## config.mk

```make
export PLATFORM = sky130hd
export DESIGN_NAME = intra_block_coder
export DESIGN_NICKNAME = d
export VERILOG_FILES = /design/src/hdl/intra_pkg.sv /design/src/hdl/coef_if.sv /design/src/hdl/block_transform.sv /design/src/hdl/coef_quantizer.sv /design/src/hdl/intra_block_coder.sv /design/src/hdl/residual_collector.sv
export SDC_FILE = /design/constraint.sdc
export NUM_CORES = 1
export LEC_CHECK = 0
export BUFFER_PORTS_ARGS = -buffer_cell sky130_fd_sc_hd__buf_2
export CAP_MARGIN = 20
export CORE_ASPECT_RATIO = 1.1
export CORE_MARGIN = 2
export CORE_UTILIZATION = 35
export CTS_CLUSTER_SIZE = 16
export DETAILED_ROUTE_END_ITERATION = 8
export PLACE_DENSITY = 0.59
export SYNTH_ARGS = -nofsm -noshare
export SYNTH_HDL_FRONTEND = slang
export SYNTH_HIERARCHICAL = 1
export SYNTH_SLANG_ARGS = --single-unit
```

## constraint.sdc

```tcl
create_clock -name clk -period 46.2 [get_ports clk]
set_input_delay 9.24 -clock clk [delete_from_list [all_inputs] [get_ports clk]]
set_output_delay 9.24 -clock clk [all_outputs]
set_load 0.03 [all_outputs]
```

## src/hdl/intra_pkg.sv

```systemverilog
`default_nettype none

package intra_pkg;

    // ============================================================
    // sample widths
    // ============================================================

    // raw pixel and prediction samples
    localparam int PIXEL_W = 8;

    // pixel minus prediction spans -255..255
    localparam int RES_W = PIXEL_W + 1;

    // ============================================================
    // block geometry
    // ============================================================

    localparam int BLOCK_SAMPLES = 16;

    // position inside a block, 4*row + column
    localparam int IDX_W = $clog2(BLOCK_SAMPLES);

    // ============================================================
    // coefficient, level and QP widths
    // ============================================================

    // sum of 16 residuals with +-1 weights, magnitude up to 16*255
    localparam int COEF_W = RES_W + $clog2(BLOCK_SAMPLES);

    // quantized level as seen on the output port
    localparam int LEVEL_BITS = 16;

    localparam int QP_W = 5;

    // MF and offset tables are only consistent up to here
    localparam int QP_MAX = 29;

    // ============================================================
    // types
    // ============================================================

    typedef logic        [PIXEL_W-1:0]    pixel_t;
    typedef logic signed [RES_W-1:0]      residual_t;
    typedef logic signed [COEF_W-1:0]     coef_t;
    typedef logic signed [LEVEL_BITS-1:0] level_t;
    typedef logic        [QP_W-1:0]       qp_t;
    typedef logic        [IDX_W-1:0]      coef_idx_t;

endpackage

`default_nettype wire

```

## src/hdl/coef_if.sv

```systemverilog
`default_nettype none

// one coefficient per strobe, with its position and block QP
interface coef_if
    import intra_pkg::*;
();

    logic      valid;
    coef_t     coef;
    coef_idx_t idx;
    qp_t       qp;

    // transform side
    modport src (
        output valid,
        output coef,
        output idx,
        output qp
    );

    // quantizer side
    modport dst (
        input valid,
        input coef,
        input idx,
        input qp
    );

endinterface

`default_nettype wire

```

## src/hdl/block_transform.sv

```systemverilog
`default_nettype none

module block_transform
    import intra_pkg::*;
(
    input  wire logic      clk,
    input  wire logic      rst_n,
    input  wire logic      load,
    input  wire residual_t blk_res [BLOCK_SAMPLES],
    input  wire qp_t       blk_qp,
    coef_if.src            out
);

    localparam coef_idx_t LAST_COEF = coef_idx_t'(BLOCK_SAMPLES - 1);

    typedef enum logic {
        S_IDLE,
        S_RUN
    } xform_state_t;

    xform_state_t state;
    coef_idx_t    cnt;
    residual_t    blk_q [BLOCK_SAMPLES];
    qp_t          qp_q;
    residual_t    src [BLOCK_SAMPLES];
    coef_idx_t    k_sel;
    coef_t        coef_next;
    logic         emit;

    // sign of basis entry h(row, col), 1 means subtract
    function automatic logic basis_neg(input logic [1:0] row, input logic [1:0] col);
        logic neg;
        case (row)
            2'd0:    neg = 1'b0;
            2'd1:    neg = col[1];
            2'd2:    neg = col[1] ^ col[0];
            default: neg = col[0];
        endcase
        return neg;
    endfunction

    // ============================================================
    // block copy
    // ============================================================

    always_ff @(posedge clk) begin
        if (load) begin
            blk_q <= blk_res;
            qp_q  <= blk_qp;
        end
    end

    // coefficient 0 is built straight from the collector buffer,
    // the rest from the local copy
    always_comb begin
        for (int i = 0; i < BLOCK_SAMPLES; i++) begin
            src[i] = load ? blk_res[i] : blk_q[i];
        end
    end

    assign k_sel = load ? '0 : cnt;
    assign emit  = load || (state == S_RUN);

    // ============================================================
    // +-1 basis sum, coefficient k = 4u + v
    // ============================================================

    always_comb begin : basis_sum
        coef_t     term;
        coef_idx_t pos;
        coef_next = '0;
        for (int i = 0; i < BLOCK_SAMPLES; i++) begin
            pos  = coef_idx_t'(i);
            term = coef_t'(src[i]);
            if (basis_neg(k_sel[3:2], pos[3:2]) ^ basis_neg(k_sel[1:0], pos[1:0])) begin
                coef_next = coef_next - term;
            end else begin
                coef_next = coef_next + term;
            end
        end
    end

    // ============================================================
    // output sequencing
    // ============================================================

    always_ff @(posedge clk or negedge rst_n) begin
        if (!rst_n) begin
            state     <= S_IDLE;
            cnt       <= '0;
            out.valid <= 1'b0;
        end else begin
            out.valid <= emit;
            if (load) begin
                state <= S_RUN;
                cnt   <= coef_idx_t'(1);
            end else if (state == S_RUN) begin
                cnt <= cnt + 1'b1;
                // last coefficient goes out this edge
                if (cnt == LAST_COEF) begin
                    state <= S_IDLE;
                end
            end
        end
    end

    always_ff @(posedge clk) begin
        if (emit) begin
            out.coef <= coef_next;
            out.idx  <= k_sel;
            out.qp   <= load ? blk_qp : qp_q;
        end
    end

endmodule

`default_nettype wire

```

## src/hdl/coef_quantizer.sv

```systemverilog
`default_nettype none

module coef_quantizer
    import intra_pkg::*;
#(
    parameter int LEVEL_W = 16
) (
    input  wire logic                 clk,
    input  wire logic                 rst_n,
    coef_if.dst                       in,
    output logic                      out_valid,
    output logic signed [LEVEL_W-1:0] out_level
);

    localparam int MF_W   = 14;
    localparam int OFS_W  = 18;
    // |coef| * MF + f stays below 2^27
    localparam int PROD_W = COEF_W + MF_W + 1;

    localparam logic [1:0] CLS_A = 2'd0;
    localparam logic [1:0] CLS_B = 2'd1;
    localparam logic [1:0] CLS_C = 2'd2;

    typedef logic [MF_W-1:0] mf_t;

    logic [2:0]         qp_rem;
    logic [2:0]         qp_div;
    logic [1:0]         pos_cls;
    mf_t                mf;
    logic [4:0]         qbits;
    logic [OFS_W-1:0]   f_ofs;
    logic [COEF_W-1:0]  coef_mag;
    logic [PROD_W-1:0]  scaled;
    logic [PROD_W-1:0]  mag;
    logic signed [LEVEL_W-1:0] level_next;

    assign qp_div = 3'(in.qp / 5'd6);
    assign qp_rem = 3'(in.qp % 5'd6);

    // ============================================================
    // table lookup
    // ============================================================

    always_comb begin
        case (in.idx)
            4'd0, 4'd2, 4'd8, 4'd10:  pos_cls = CLS_A;
            4'd5, 4'd7, 4'd13, 4'd15: pos_cls = CLS_B;
            default:                  pos_cls = CLS_C;
        endcase
    end

    always_comb begin
        mf = '0;
        case (pos_cls)
            CLS_A: begin
                case (qp_rem)
                    3'd0:    mf = 14'd13107;
                    3'd1:    mf = 14'd11916;
                    3'd2:    mf = 14'd10082;
                    3'd3:    mf = 14'd9362;
                    3'd4:    mf = 14'd8192;
                    default: mf = 14'd7282;
                endcase
            end
            CLS_B: begin
                case (qp_rem)
                    3'd0:    mf = 14'd5243;
                    3'd1:    mf = 14'd4660;
                    3'd2:    mf = 14'd4194;
                    3'd3:    mf = 14'd3647;
                    3'd4:    mf = 14'd3355;
                    default: mf = 14'd2893;
                endcase
            end
            default: begin
                case (qp_rem)
                    3'd0:    mf = 14'd8066;
                    3'd1:    mf = 14'd7490;
                    3'd2:    mf = 14'd6554;
                    3'd3:    mf = 14'd5825;
                    3'd4:    mf = 14'd5243;
                    default: mf = 14'd4559;
                endcase
            end
        endcase
    end

    // rounding offset is about a third of the quantizer step
    always_comb begin
        case (qp_div)
            3'd0:    f_ofs = 18'd10922;
            3'd1:    f_ofs = 18'd21845;
            3'd2:    f_ofs = 18'd43690;
            3'd3:    f_ofs = 18'd87381;
            default: f_ofs = 18'd174762;
        endcase
    end

    assign qbits = (qp_div > 3'd4) ? 5'd19 : 5'd15 + 5'(qp_div);

    // ============================================================
    // scale, round, restore sign
    // ============================================================

    assign coef_mag   = in.coef[COEF_W-1] ? -in.coef : in.coef;
    assign scaled     = PROD_W'(coef_mag) * PROD_W'(mf) + PROD_W'(f_ofs);
    assign mag        = scaled >> qbits;
    assign level_next = in.coef[COEF_W-1] ? -LEVEL_W'(mag) : LEVEL_W'(mag);

    always_ff @(posedge clk or negedge rst_n) begin
        if (!rst_n) begin
            out_valid <= 1'b0;
            out_level <= '0;
        end else begin
            out_valid <= in.valid;
            out_level <= in.valid ? level_next : '0;
        end
    end

endmodule

`default_nettype wire

```

## src/hdl/intra_block_coder.sv

```systemverilog
`default_nettype none

module intra_block_coder
    import intra_pkg::*;
(
    input  wire logic   clk,
    input  wire logic   rst_n,
    input  wire logic   in_valid,
    input  wire pixel_t pixel,
    input  wire pixel_t pred,
    input  wire qp_t    qp,
    output logic        out_valid,
    output level_t      out_level
);

    localparam int LEVEL_W = $bits(level_t);

    // ============================================================
    // stage links
    // ============================================================

    logic      load;
    residual_t blk_res [BLOCK_SAMPLES];
    qp_t       blk_qp;

    coef_if coef_bus ();

    // ============================================================
    // collect -> transform -> quantize
    // ============================================================

    residual_collector u_collect (
        .clk      (clk),
        .rst_n    (rst_n),
        .in_valid (in_valid),
        .pixel    (pixel),
        .pred     (pred),
        .qp       (qp),
        .load     (load),
        .blk_res  (blk_res),
        .blk_qp   (blk_qp)
    );

    // second block can be collected while this one streams out
    block_transform u_xform (
        .clk     (clk),
        .rst_n   (rst_n),
        .load    (load),
        .blk_res (blk_res),
        .blk_qp  (blk_qp),
        .out     (coef_bus)
    );

    coef_quantizer #(
        .LEVEL_W (LEVEL_W)
    ) u_quant (
        .clk       (clk),
        .rst_n     (rst_n),
        .in        (coef_bus),
        .out_valid (out_valid),
        .out_level (out_level)
    );

endmodule

`default_nettype wire

```

## src/hdl/residual_collector.sv

```systemverilog
`default_nettype none

module residual_collector
    import intra_pkg::*;
(
    input  wire logic      clk,
    input  wire logic      rst_n,
    input  wire logic      in_valid,
    input  wire pixel_t    pixel,
    input  wire pixel_t    pred,
    input  wire qp_t       qp,
    output logic           load,
    output residual_t      blk_res [BLOCK_SAMPLES],
    output qp_t            blk_qp
);

    localparam coef_idx_t LAST_SLOT = coef_idx_t'(BLOCK_SAMPLES - 1);

    // ============================================================
    // residual on arrival
    // ============================================================

    coef_idx_t slot;
    residual_t res_new;

    // both operands zero-extended so the difference keeps its sign
    assign res_new = $signed({1'b0, pixel}) - $signed({1'b0, pred});

    // ============================================================
    // sample counter and block-complete strobe
    // ============================================================

    always_ff @(posedge clk or negedge rst_n) begin
        if (!rst_n) begin
            slot <= '0;
            load <= 1'b0;
        end else begin
            load <= in_valid && (slot == LAST_SLOT);
            if (in_valid) begin
                if (slot == LAST_SLOT) begin
                    slot <= '0;
                end else begin
                    slot <= slot + 1'b1;
                end
            end
        end
    end

    // ============================================================
    // block buffer
    // ============================================================

    // slot 15 lands on the same edge that raises load, so the
    // transform sees a complete block while load is high
    always_ff @(posedge clk) begin
        if (in_valid) begin
            blk_res[slot] <= res_new;
            // qp only counts on the first sample of a block
            if (slot == '0) begin
                blk_qp <= qp;
            end
        end
    end

endmodule

`default_nettype wire

```

**After elaboration in Yosys (flattened, before gate mapping)**

Memories as Yosys holds them, arrays and structs flattened. A register that Yosys moved wholly into a read port is not among the register bits.
Index checks and enable logic that the tools add are counted.

- Equality and inequality tests: 14
- Divide/modulo/power cells: 2
- Multipliers: 1
- $add $sub $neg: 37
- Shift-type cells: 1
- Mux-type cells: 58
- Reduce and logical (&&, ||, !) cells: 17
- Bitwise operators: 10
- Order comparisons: 3

Operators with widths:

| operator | number |
|---|---|
| 2-to-1 mux 13 bit | 16 |
| adder 13 x 9 -> 13 bit | 14 |
| subtractor 13 x 9 -> 13 bit | 14 |
| 2-to-1 mux 9 bit | 17 |
| bitwise mux 144 bit | 1 |
| case mux 18 bit (4 select lines) | 1 |
| case mux 14 bit (5 select lines) | 1 |
| case mux 13 bit (5 select lines) | 1 |
| case mux 12 bit (5 select lines) | 1 |
| demux 9 bit (select 4 bit) | 1 |
| 2-to-1 mux 16 bit | 2 |
| adder 27 x 18 -> 28 bit | 1 |
| case mux 14 bit (2 select lines) | 1 |
| right shift 28 x 5 -> 16 bit | 1 |
| multiplier 13 x 14 -> 27 bit | 1 |
| 2-to-1 mux 4 bit | 5 |
| negation 16 bit | 1 |
| negation 13 bit | 1 |
| == test 3 x 2 -> 1 bit, second input constant | 4 |
| OR reduction 2 bit | 6 |
| adder 9 x 9 -> 10 bit | 1 |
| 2-to-1 mux 5 bit | 2 |
| subtractor 9 x 9 -> 10 bit | 1 |
| 2-to-1 mux 1 bit | 9 |
| other kinds (22) | 40 |

- Input bits: 24
- Memories: 1
- Bits in registers: 348
- Word-level logic and storage cells: 188
- Memory bits (read-only): 32
- Output and inout port bits: 17

Memories:

| name | words | bits a word | rd ports | clocked after memory_dff | write ports | RTL line | text |
|---|---|---|---|---|---|---|---|
| (no name shown) | 16 | 2 | 1 | 1 | 0 | coef_quantizer.sv:45 | `case (in.idx)` |

**Longest topological paths before layout**

Gate-level depths: netlist of the first run.

- Word-level depth: 32
- Depth in mapped cells: 73
- Depth with buffers taken out: 64

**Modules after synthesis**

Netlist of the first run, hierarchy kept.

By module, submodules not included:

| module | area each (um^2) | cells each | sequential area each (um^2) | instances |
|---|---|---|---|---|
| block_transform | 17636.9 | 1927 | 5235.0 | 1 |
| coef_quantizer | 11220.8 | 1426 | 425.4 | 1 |
| residual_collector | 5197.5 | 244 | 4599.4 | 1 |

**Worst setup path before layout of the first run**

OpenSTA, ideal clock, no wires.

- Kind: reg2reg
- From: register u_collect.load
- To: register u_xform.out.coef[12] (data pin)
- Path buffers: 11
- Setup time: 268 ps
- Period minus slack after synthesis: 17223 ps
- Slack: 28977 ps
- Data required time: 45932 ps
- Cell stages (with the launch flop): 66
- Arrival: 16956 ps
- Path through: dfrtp_1 -> buf_6 -> buf_6 -> buf_8 -> buf_8 -> buf_2 -> buf_2 -> buf_2 -> buf_1 -> buf_1 -> buf_2 -> buf_2 -> mux2_2 -> ha_1 -> inv_1 -> fa_1 -> fa_1 -> inv_1 -> (+30 left out) -> ha_1 -> nor2b_1 -> o21a_1 -> nor2_1 -> xnor2_1 -> ha_1 -> o2111ai_1 -> nand3_1 -> nor2_1 -> xnor2_1 -> ha_1 -> a21oi_1 -> xnor2_1 -> ha_1 -> a2111oi_0 -> nor3_1 -> xnor3_1 -> xnor3_1

- Cells in the longest elaborated chain, start to end: 32
- Elaborated cells on any way between the ends: 89
- Classes of those cells: add/sub: 30; eq/ne: 4; mux: 38; bitwise: 9; reduce/logical: 8

RTL lines:

| what | RTL line | text |
|---|---|---|
| start: declaration | residual_collector.sv:12 | `output logic load,` |
| start signal: assignment | residual_collector.sv:38 | `load <= in_valid && (slot == LAST_SLOT);` |
| parallel branches: the longest is 31 deep, another holds adder 13 x 9 -> 13 bit | - |  |
| 2-to-1 mux 13 bit (*) | block_transform.sv:75 | `if (basis_neg(k_sel[3:2], pos[3:2]) ^ basis_neg(k_sel[1:0], pos[1:0])) begin` |
| net u_xform.coef_next[12] | block_transform.sv:27 | `coef_t coef_next;` |
| end signal: assignment | block_transform.sv:109 | `out.coef <= coef_next;` |
| end: declaration | coef_if.sv:16 | `output coef,` |

Mark *: on every way through the listed nets, which the timed path passes.
A chain may end at the register's enable or synchronous reset.

**Worst setup path after layout of the first run**

Ends and elaborated chain as after synthesis.

==> out/summary.txt, run 1 <==
DETAILED ROUTING
----------------------------------------------------------------------------------------------------
Avg Vias per Cell                                                                               5.23
Final antenna-violating net count                                                                  0
Average wire per cell in the routed design                                                   17.6 um
Number of design rule violations left after detail routing                                         0
First-pass DRT Iterations                                                                          5
Via count of the routed design                                                                 25.6k
DRC violation total after the first TritonRoute iteration                                       1740
Total detailed-routing wirelength                                                           86400 um

GLOBAL ROUTING
----------------------------------------------------------------------------------------------------
Vias in the first global route                                                                 25.0k
Total grt overflow                                                                                 0
Wire length of the first global-routing pass                                               137000 um
Number of antenna violations at the first check in global routing                                  2
Pin count of the biggest net entering global routing                                              79
Global routing usage summed across all routing layers                                          0.173

SYNTH
----------------------------------------------------------------------------------------------------
Post-Synthesis Net Count                                                                        4091
Number of instances in the synthesized netlist                                                  3595
Netlist area before placement                                                            34000 sq um
Yosys warnings                                                                                     6
Synthesized area divided by synthesized cell count                                        9.46 sq um

SETUP PATH
----------------------------------------------------------------------------------------------------
Maximum fanout along the worst path                                                               46
Cell depth of the worst flop-to-flop path                                                         56
Reg-to-reg startpoint                                                                   u_collect/load
End of the worst register-to-register path                                              u_xform/out.coef[12]
Slowest stage cell on the critical path                                                 sky130_fd_sc_hd__dfrtp_4
Arrival time reported for the critical path endpoint                                        14.60 ns
Type of the setup path with the least slack                                             register to register
Crit start category                                                                         register
Most frequent CP cell                                                                   sky130_fd_sc_hd__ha_1
Reg-to-reg setup timing slack                                                               31.92 ns
Required @ worst endpoint                                                                   46.52 ns
Type of element capturing the critical path                                                 register
Largest stage delay on the critical path                                                     0.83 ns

FINAL LAYOUT
----------------------------------------------------------------------------------------------------
Final cell utilization of the core                                                             0.386
Syn-to-layout area delta                                                                       9.02%
Antenna Diode Count                                                                                0
Filler cell count                                                                               9558
Number of nets in the layout                                                                    4098
Share of cells above drive strength 1                                                         0.0790

STA
----------------------------------------------------------------------------------------------------
Final Setup Violations                                                                             0
Setup total negative slack                                                                      0 ns
Worst Hold Slack                                                                            0.443 ns
Fin crit share                                                                                 0.309
Worst Skew                                                                                 0.0356 ns
Max_slew headroom                                                                              0.165
Minimum clock period                                                                        14.28 ns
Final Slew Violations                                                                              0
Slew at the pin closest to its max-slew limit                                                1.25 ns
Highest clock frequency the design can meet                                                 70.0 MHz
Unrepaired setup endpoints after global routing                                                false
Final count of hold timing violations                                                              0

CLOCK NETWORK
----------------------------------------------------------------------------------------------------
Clock-pin slew reported for the worst setup and hold paths after clock tree synthesis        0.06 ns
Clock network latency to the later pin of the worst-skew pair                                0.61 ns
Quantity of gates resized following cts                                                            0
Post-cts hold buffer count                                                                         0
H-Tree Level Count                                                                                 2
Post CTS Setup Buffer Count                                                                        0
Clock buffers created by TritonCTS                                                                41
Clk Tree Root Cell                                                                      sky130_fd_sc_hd__clkbuf_16
TritonCTS clock tree                                                                           built
Max Root-Sink Buffers                                                                              3
Sinks on the clock net                                                                           346

MIN PATH
----------------------------------------------------------------------------------------------------
Cell count of the worst hold path                                                                  0
Hold/Removal Path Class                                                                 register to register
Min-delay src                                                                           u_collect/blk_res[27]
Capture endpoint of the worst hold path                                                 u_xform/blk_q[27]

DIE
----------------------------------------------------------------------------------------------------
Starting density of the core                                                                   0.354
I/O Pins                                                                                          41
Die outline area                                                                         99600 sq um
Die Ht                                                                                        331 um
Number of rows in the core area                                                                  119
Core Area                                                                                96000 sq um
Die span in x                                                                                 301 um

PLACEMENT
----------------------------------------------------------------------------------------------------
Routability congestion estimate from global placement                                          0.898
Post-DP HPWL                                                                                66000 um
PortBufs                                                                                          40

STATUS
----------------------------------------------------------------------------------------------------
Result of the run                                                                       finished, final reports clean

JOB
----------------------------------------------------------------------------------------------------
Max Cap Viol                                                                                       0

==> per-layer routing <==
layer,part of all wire,track usage,vias to the layer above
met3,0.039,0.0171,92
met4,0.018,0.0360,0
met2,0.49,0.303,477
met1,0.45,0.231,12400
li1,-,-,12600
met5,0,0,-
==> cells in the final DEF, fill, tap and decap left out, types with 34 or more instances in the layout <==
cell	count
sky130_fd_sc_hd__a21o_1	43
sky130_fd_sc_hd__buf_4	35
sky130_fd_sc_hd__ha_1	309
sky130_fd_sc_hd__fa_1	163
sky130_fd_sc_hd__clkbuf_16	41
sky130_fd_sc_hd__inv_1	340
sky130_fd_sc_hd__xnor2_1	191
sky130_fd_sc_hd__nand3_1	53
sky130_fd_sc_hd__nand2_1	326
sky130_fd_sc_hd__o21a_1	34
sky130_fd_sc_hd__and2_1	39
sky130_fd_sc_hd__nor2b_1	47
sky130_fd_sc_hd__nand2b_1	62
sky130_fd_sc_hd__edfxtp_1	313
sky130_fd_sc_hd__o21ai_0	187
sky130_fd_sc_hd__xor2_1	102
sky130_fd_sc_hd__a21oi_1	202
sky130_fd_sc_hd__nor3_1	79
sky130_fd_sc_hd__buf_2	40
sky130_fd_sc_hd__nor2_1	335
sky130_fd_sc_hd__mux2i_1	99
sky130_fd_sc_hd__mux2_2	34
==> flip-flops by register name (all words and copies together), names as in the netlist <==
signal	count
u_collect/blk_qp	5
u_collect/blk_res	144
u_collect/load	1
u_collect/slot	4
u_quant/out_level	16
u_quant/out_valid	1
u_xform/blk_q	144
u_xform/cnt	4
u_xform/out.coef	13
u_xform/out.idx	2
u_xform/out.qp	5
u_xform/out.valid	1
u_xform/qp_q	5
u_xform/state	1
==> worst max path at each step <==
stage	start	endpoint	slack (ns)	cells after the start
final	u_collect/load	u_xform/out.coef[12]	31.92	56
after global routing	u_collect/load	u_xform/out.coef[12]	30.54	56
after CTS	u_collect/load	u_xform/out.coef[12]	31.91	57
after detailed placement	u_collect/load	u_xform/out.coef[12]	31.97	55
after global placement	u_collect/load	u_xform/out.coef[12]	32.27	57
after floorplan	u_collect/load	u_xform/out.coef[12]	28.98	65
==> critical path, delay by kind of cell, from the launching register on <==
kind | cells | cell delay [ns]
simple gates | 12 | 1.30
xor+xnor | 6 | 1.28
compound gates | 16 | 3.46
fa+ha+maj | 16 | 5.80
mux | 1 | 0.40
buf+inv | 5 | 0.88
flops | 1 | 0.83
==> final cells by class <==
cell class,instances,area (sq um),area share
Multi-Input combinational cell,2794,22100,0.596
Sequential cell,346,10200,0.275
Tap cell,1270,1590,0.0429
Inverter,342,1280,0.0346
Clock buffer,44,1040,0.0280
Timing Repair Buffer,77,502,0.0135
Clock inverter,31,373,0.0101
==> metrics by stage <==
| stage | setup slack (ns) | cells | cell area, sq um |
|---|---|---|---|
| after floorplan | 28.98 | 3595 | 34000 |
| after global placement | 32.27 | 4827 | 35600 |
| after detailed placement | 31.97 | 4828 | 35600 |
| after CTS | 31.91 | 4903 | 37100 |
| after global routing | 30.54 | 4904 | 37100 |
| final | 31.92 | 4904 | 37100 |
Power of run 1 is left out: the tool's default activity adds up to more than one toggle a clock period on the data nets, which glitch-free logic cannot reach.
==> inputs of run 2 (changes only) <==
Settings changed: PLACE_DENSITY 0.59 to 0.61.
Clock period 46.2 ns to 12.8 ns, I/O delays scaled along.
==> run 2 against run 1 <==
Maximum frequency increased by 18%. Design area rose by 3.2%. Die area is the same. First-iteration DRC count shrank 5.5%. Critical path type unchanged.
==> out/summary.txt, run 2 (synthesized netlist as in run 1, its figures left out) <==
SETUP PATH
----------------------------------------------------------------------------------------------------
Cell class contributing the biggest share of worst-path delay                            adder cells
Slowest stage cell on the critical path                                                 sky130_fd_sc_hd__fa_1
Arrival time reported for the critical path endpoint                                        12.48 ns   -2.12 ns
Crit start category                                                                         register
Largest stage delay on the critical path                                                     0.60 ns   -0.23 ns
Type of element capturing the critical path                                                 register
Reg-to-reg startpoint                                                                   u_collect/load
Most frequent CP cell                                                                   sky130_fd_sc_hd__ha_1
Startpoint of the most critical setup path                                              u_collect/load
Maximum fanout along the worst path                                                                6   -87%
Bufs and invs on worst path                                                                        2   -3
Required @ worst endpoint                                                                   13.15 ns   -33.37 ns
Type of the setup path with the least slack                                             register to register

STA
----------------------------------------------------------------------------------------------------
Final Slew Violations                                                                              0   unchanged
Highest clock frequency the design can meet                                                 82.4 MHz   +18%
Max_slew headroom                                                                              0.294   +0.129
Fin crit share                                                                                 0.948   +0.639
Worst Skew                                                                                 0.0307 ns   -0.00490 ns
Slew at the pin closest to its max-slew limit                                                1.06 ns   -0.194 ns
Worst Hold Slack                                                                            0.440 ns   -0.00376 ns
Final Setup Violations                                                                             0   unchanged
Setup total negative slack                                                                      0 ns   unchanged
Final count of hold timing violations                                                              0   unchanged
Unrepaired setup endpoints after global routing                                                 true
Minimum clock period                                                                        12.13 ns   -2.15 ns

MIN PATH
----------------------------------------------------------------------------------------------------
Min-delay src                                                                           u_collect/blk_res[78]
Hold/Removal Path Class                                                                 register to register

GLOBAL ROUTING
----------------------------------------------------------------------------------------------------
Wire length of the first global-routing pass                                               136000 um   -1.1%
Number of antenna violations at the first check in global routing                                  3   +1
Vias in the first global route                                                                 26.0k   +3.7%
Total grt overflow                                                                                 0   unchanged
Pin count of the biggest net entering global routing                                             113   +43%
Global routing usage summed across all routing layers                                          0.170   -0.00281

FINAL LAYOUT
----------------------------------------------------------------------------------------------------
Number of nets in the layout                                                                    4221   +3.0%
Area taken by flip-flops and latches                                                     10200 sq um   unchanged
Largest regs                                                                            u_collect/blk_res: 144 flops, u_xform/blk_q: 144 flops, u_quant/out_level: 16 flops
Top library cells by usage in the layout, fill and taps aside                           sky130_fd_sc_hd__inv_1 (339), sky130_fd_sc_hd__nor2_1 (333), sky130_fd_sc_hd__nand2_1 (326)
Share of cells above drive strength 1                                                          0.118   +0.0387
Syn-to-layout area delta                                                                       12.5%
Total area of multi-input combinational cells                                            22200 sq um   +0.75%
Most common cell after layout, fill and taps aside                                      sky130_fd_sc_hd__inv_1
Final Non-Filler Cells                                                                          5028   +2.5%
Filler cell count                                                                               9534   -0.25%
Final cell utilization of the core                                                             0.398   +0.0123

DIE
----------------------------------------------------------------------------------------------------
Core Area                                                                                96000 sq um   unchanged
Die Ht                                                                                        331 um   unchanged
Die span in x                                                                                 301 um   unchanged
Die outline area                                                                         99600 sq um   unchanged
I/O Pins                                                                                          41   unchanged
Number of rows in the core area                                                                  119   unchanged
Starting density of the core                                                                   0.354   unchanged

DETAILED ROUTING
----------------------------------------------------------------------------------------------------
Average wire per cell in the routed design                                                   17.1 um   -3.0%
Final antenna-violating net count                                                                  0   unchanged
Total detailed-routing wirelength                                                           85900 um   -0.56%
Via count of the routed design                                                                 26.2k   +2.0%
Number of design rule violations left after detail routing                                         0   unchanged
DRC violation total after the first TritonRoute iteration                                       1645   -5.5%
First-pass DRT Iterations                                                                          6   +1
Avg Vias per Cell                                                                               5.20   -0.47%

PLACEMENT
----------------------------------------------------------------------------------------------------
Routability congestion estimate from global placement                                          0.895   -0.37%
Cell count after placement                                                                      4943   +2.4%
Post-DP HPWL                                                                                66400 um   +0.47%
PortBufs                                                                                          40   unchanged

JOB
----------------------------------------------------------------------------------------------------
Max Cap Viol                                                                                       0   unchanged

CLOCK NETWORK
----------------------------------------------------------------------------------------------------
Clock network latency to the later pin of the worst-skew pair                                0.62 ns   about the same
Max Root-Sink Buffers                                                                              3   unchanged
Clock buffers created by TritonCTS                                                                42   +2.4%
Clk Tree Root Cell                                                                      sky130_fd_sc_hd__clkbuf_16
Clock-pin slew reported for the worst setup and hold paths after clock tree synthesis        0.06 ns   about the same
Sinks on the clock net                                                                           346   unchanged
TritonCTS clock tree                                                                           built
H-Tree Level Count                                                                                 2   unchanged

STATUS
----------------------------------------------------------------------------------------------------
Result of the run                                                                       finished, final reports clean

run 2: metrics by stage:
| stage | instance area (sq um) | setup WS (ns) |
|---|---|---|
| finish | 38200 | 0.668 |
| global route | 38200 | -0.0750 |
| CTS | 38100 | 0.427 |
| detailed placement | 36600 | 0.489 |
| global placement | 36600 | 0.480 |
| floorplan | 34200 | -0.485 |
run 2: worst paths after layout:
| path | to | slack, ns | cells after the start |
|---|---|---|---|
| min reg2reg | u_xform/blk_q[78] | 0.44 | 0 |
| max in group asynchronous | u_collect/load | 10.08 | 1 |
| max | u_xform/out.coef[12] | 0.67 | 59 |
| max reg2reg | u_xform/out.coef[12] | 0.67 | 59 |
| min in group asynchronous | u_quant/out_level[0] | 2.07 | 1 |
| min | u_xform/blk_q[78] | 0.44 | 0 |
run 2: timing repair:
action | in CTS | in global routing
setup buffers | 0 | 6
hold buffers | 0 | 0
resized for setup | 0 | 31
setup endpoints to repair | 0 | 15
run 2: metal layers:
layer	up-vias	track usage	wire length (um)
met5	-	0	0
met4	0	0.0533	2550
met3	147	0.0197	3020
met2	511	0.308	43400
met1	12600	0.210	36900
li1	12900	-	-
run 2: area by class of cell:
| type | instances | area share |
|---|---|---|
| multi-input combinational | 2794 | 0.581 |
| timing repair buffer | 199 | 0.0372 |
| inverter | 342 | 0.0336 |
| clock buffer | 50 | 0.0285 |
| clock inverter | 26 | 0.0108 |
| tap | 1270 | 0.0415 |
| sequential | 346 | 0.267 |
| antenna | 1 | 0.0000654 |
run 2: worst reg2reg max path, delay by kind of cell, from the launching register on:
kind,cells,cell delay (ns)
buffers and inverters,2,0.12
adders and majority gates,16,5.36
and+or+nand+nor,18,1.77
muxes,1,0.23
xor gates and xnor gates,8,1.28
AOI/OAI and AO/OA,14,2.54
DFF,1,0.55
Power of run 2 is left out for the same reason.
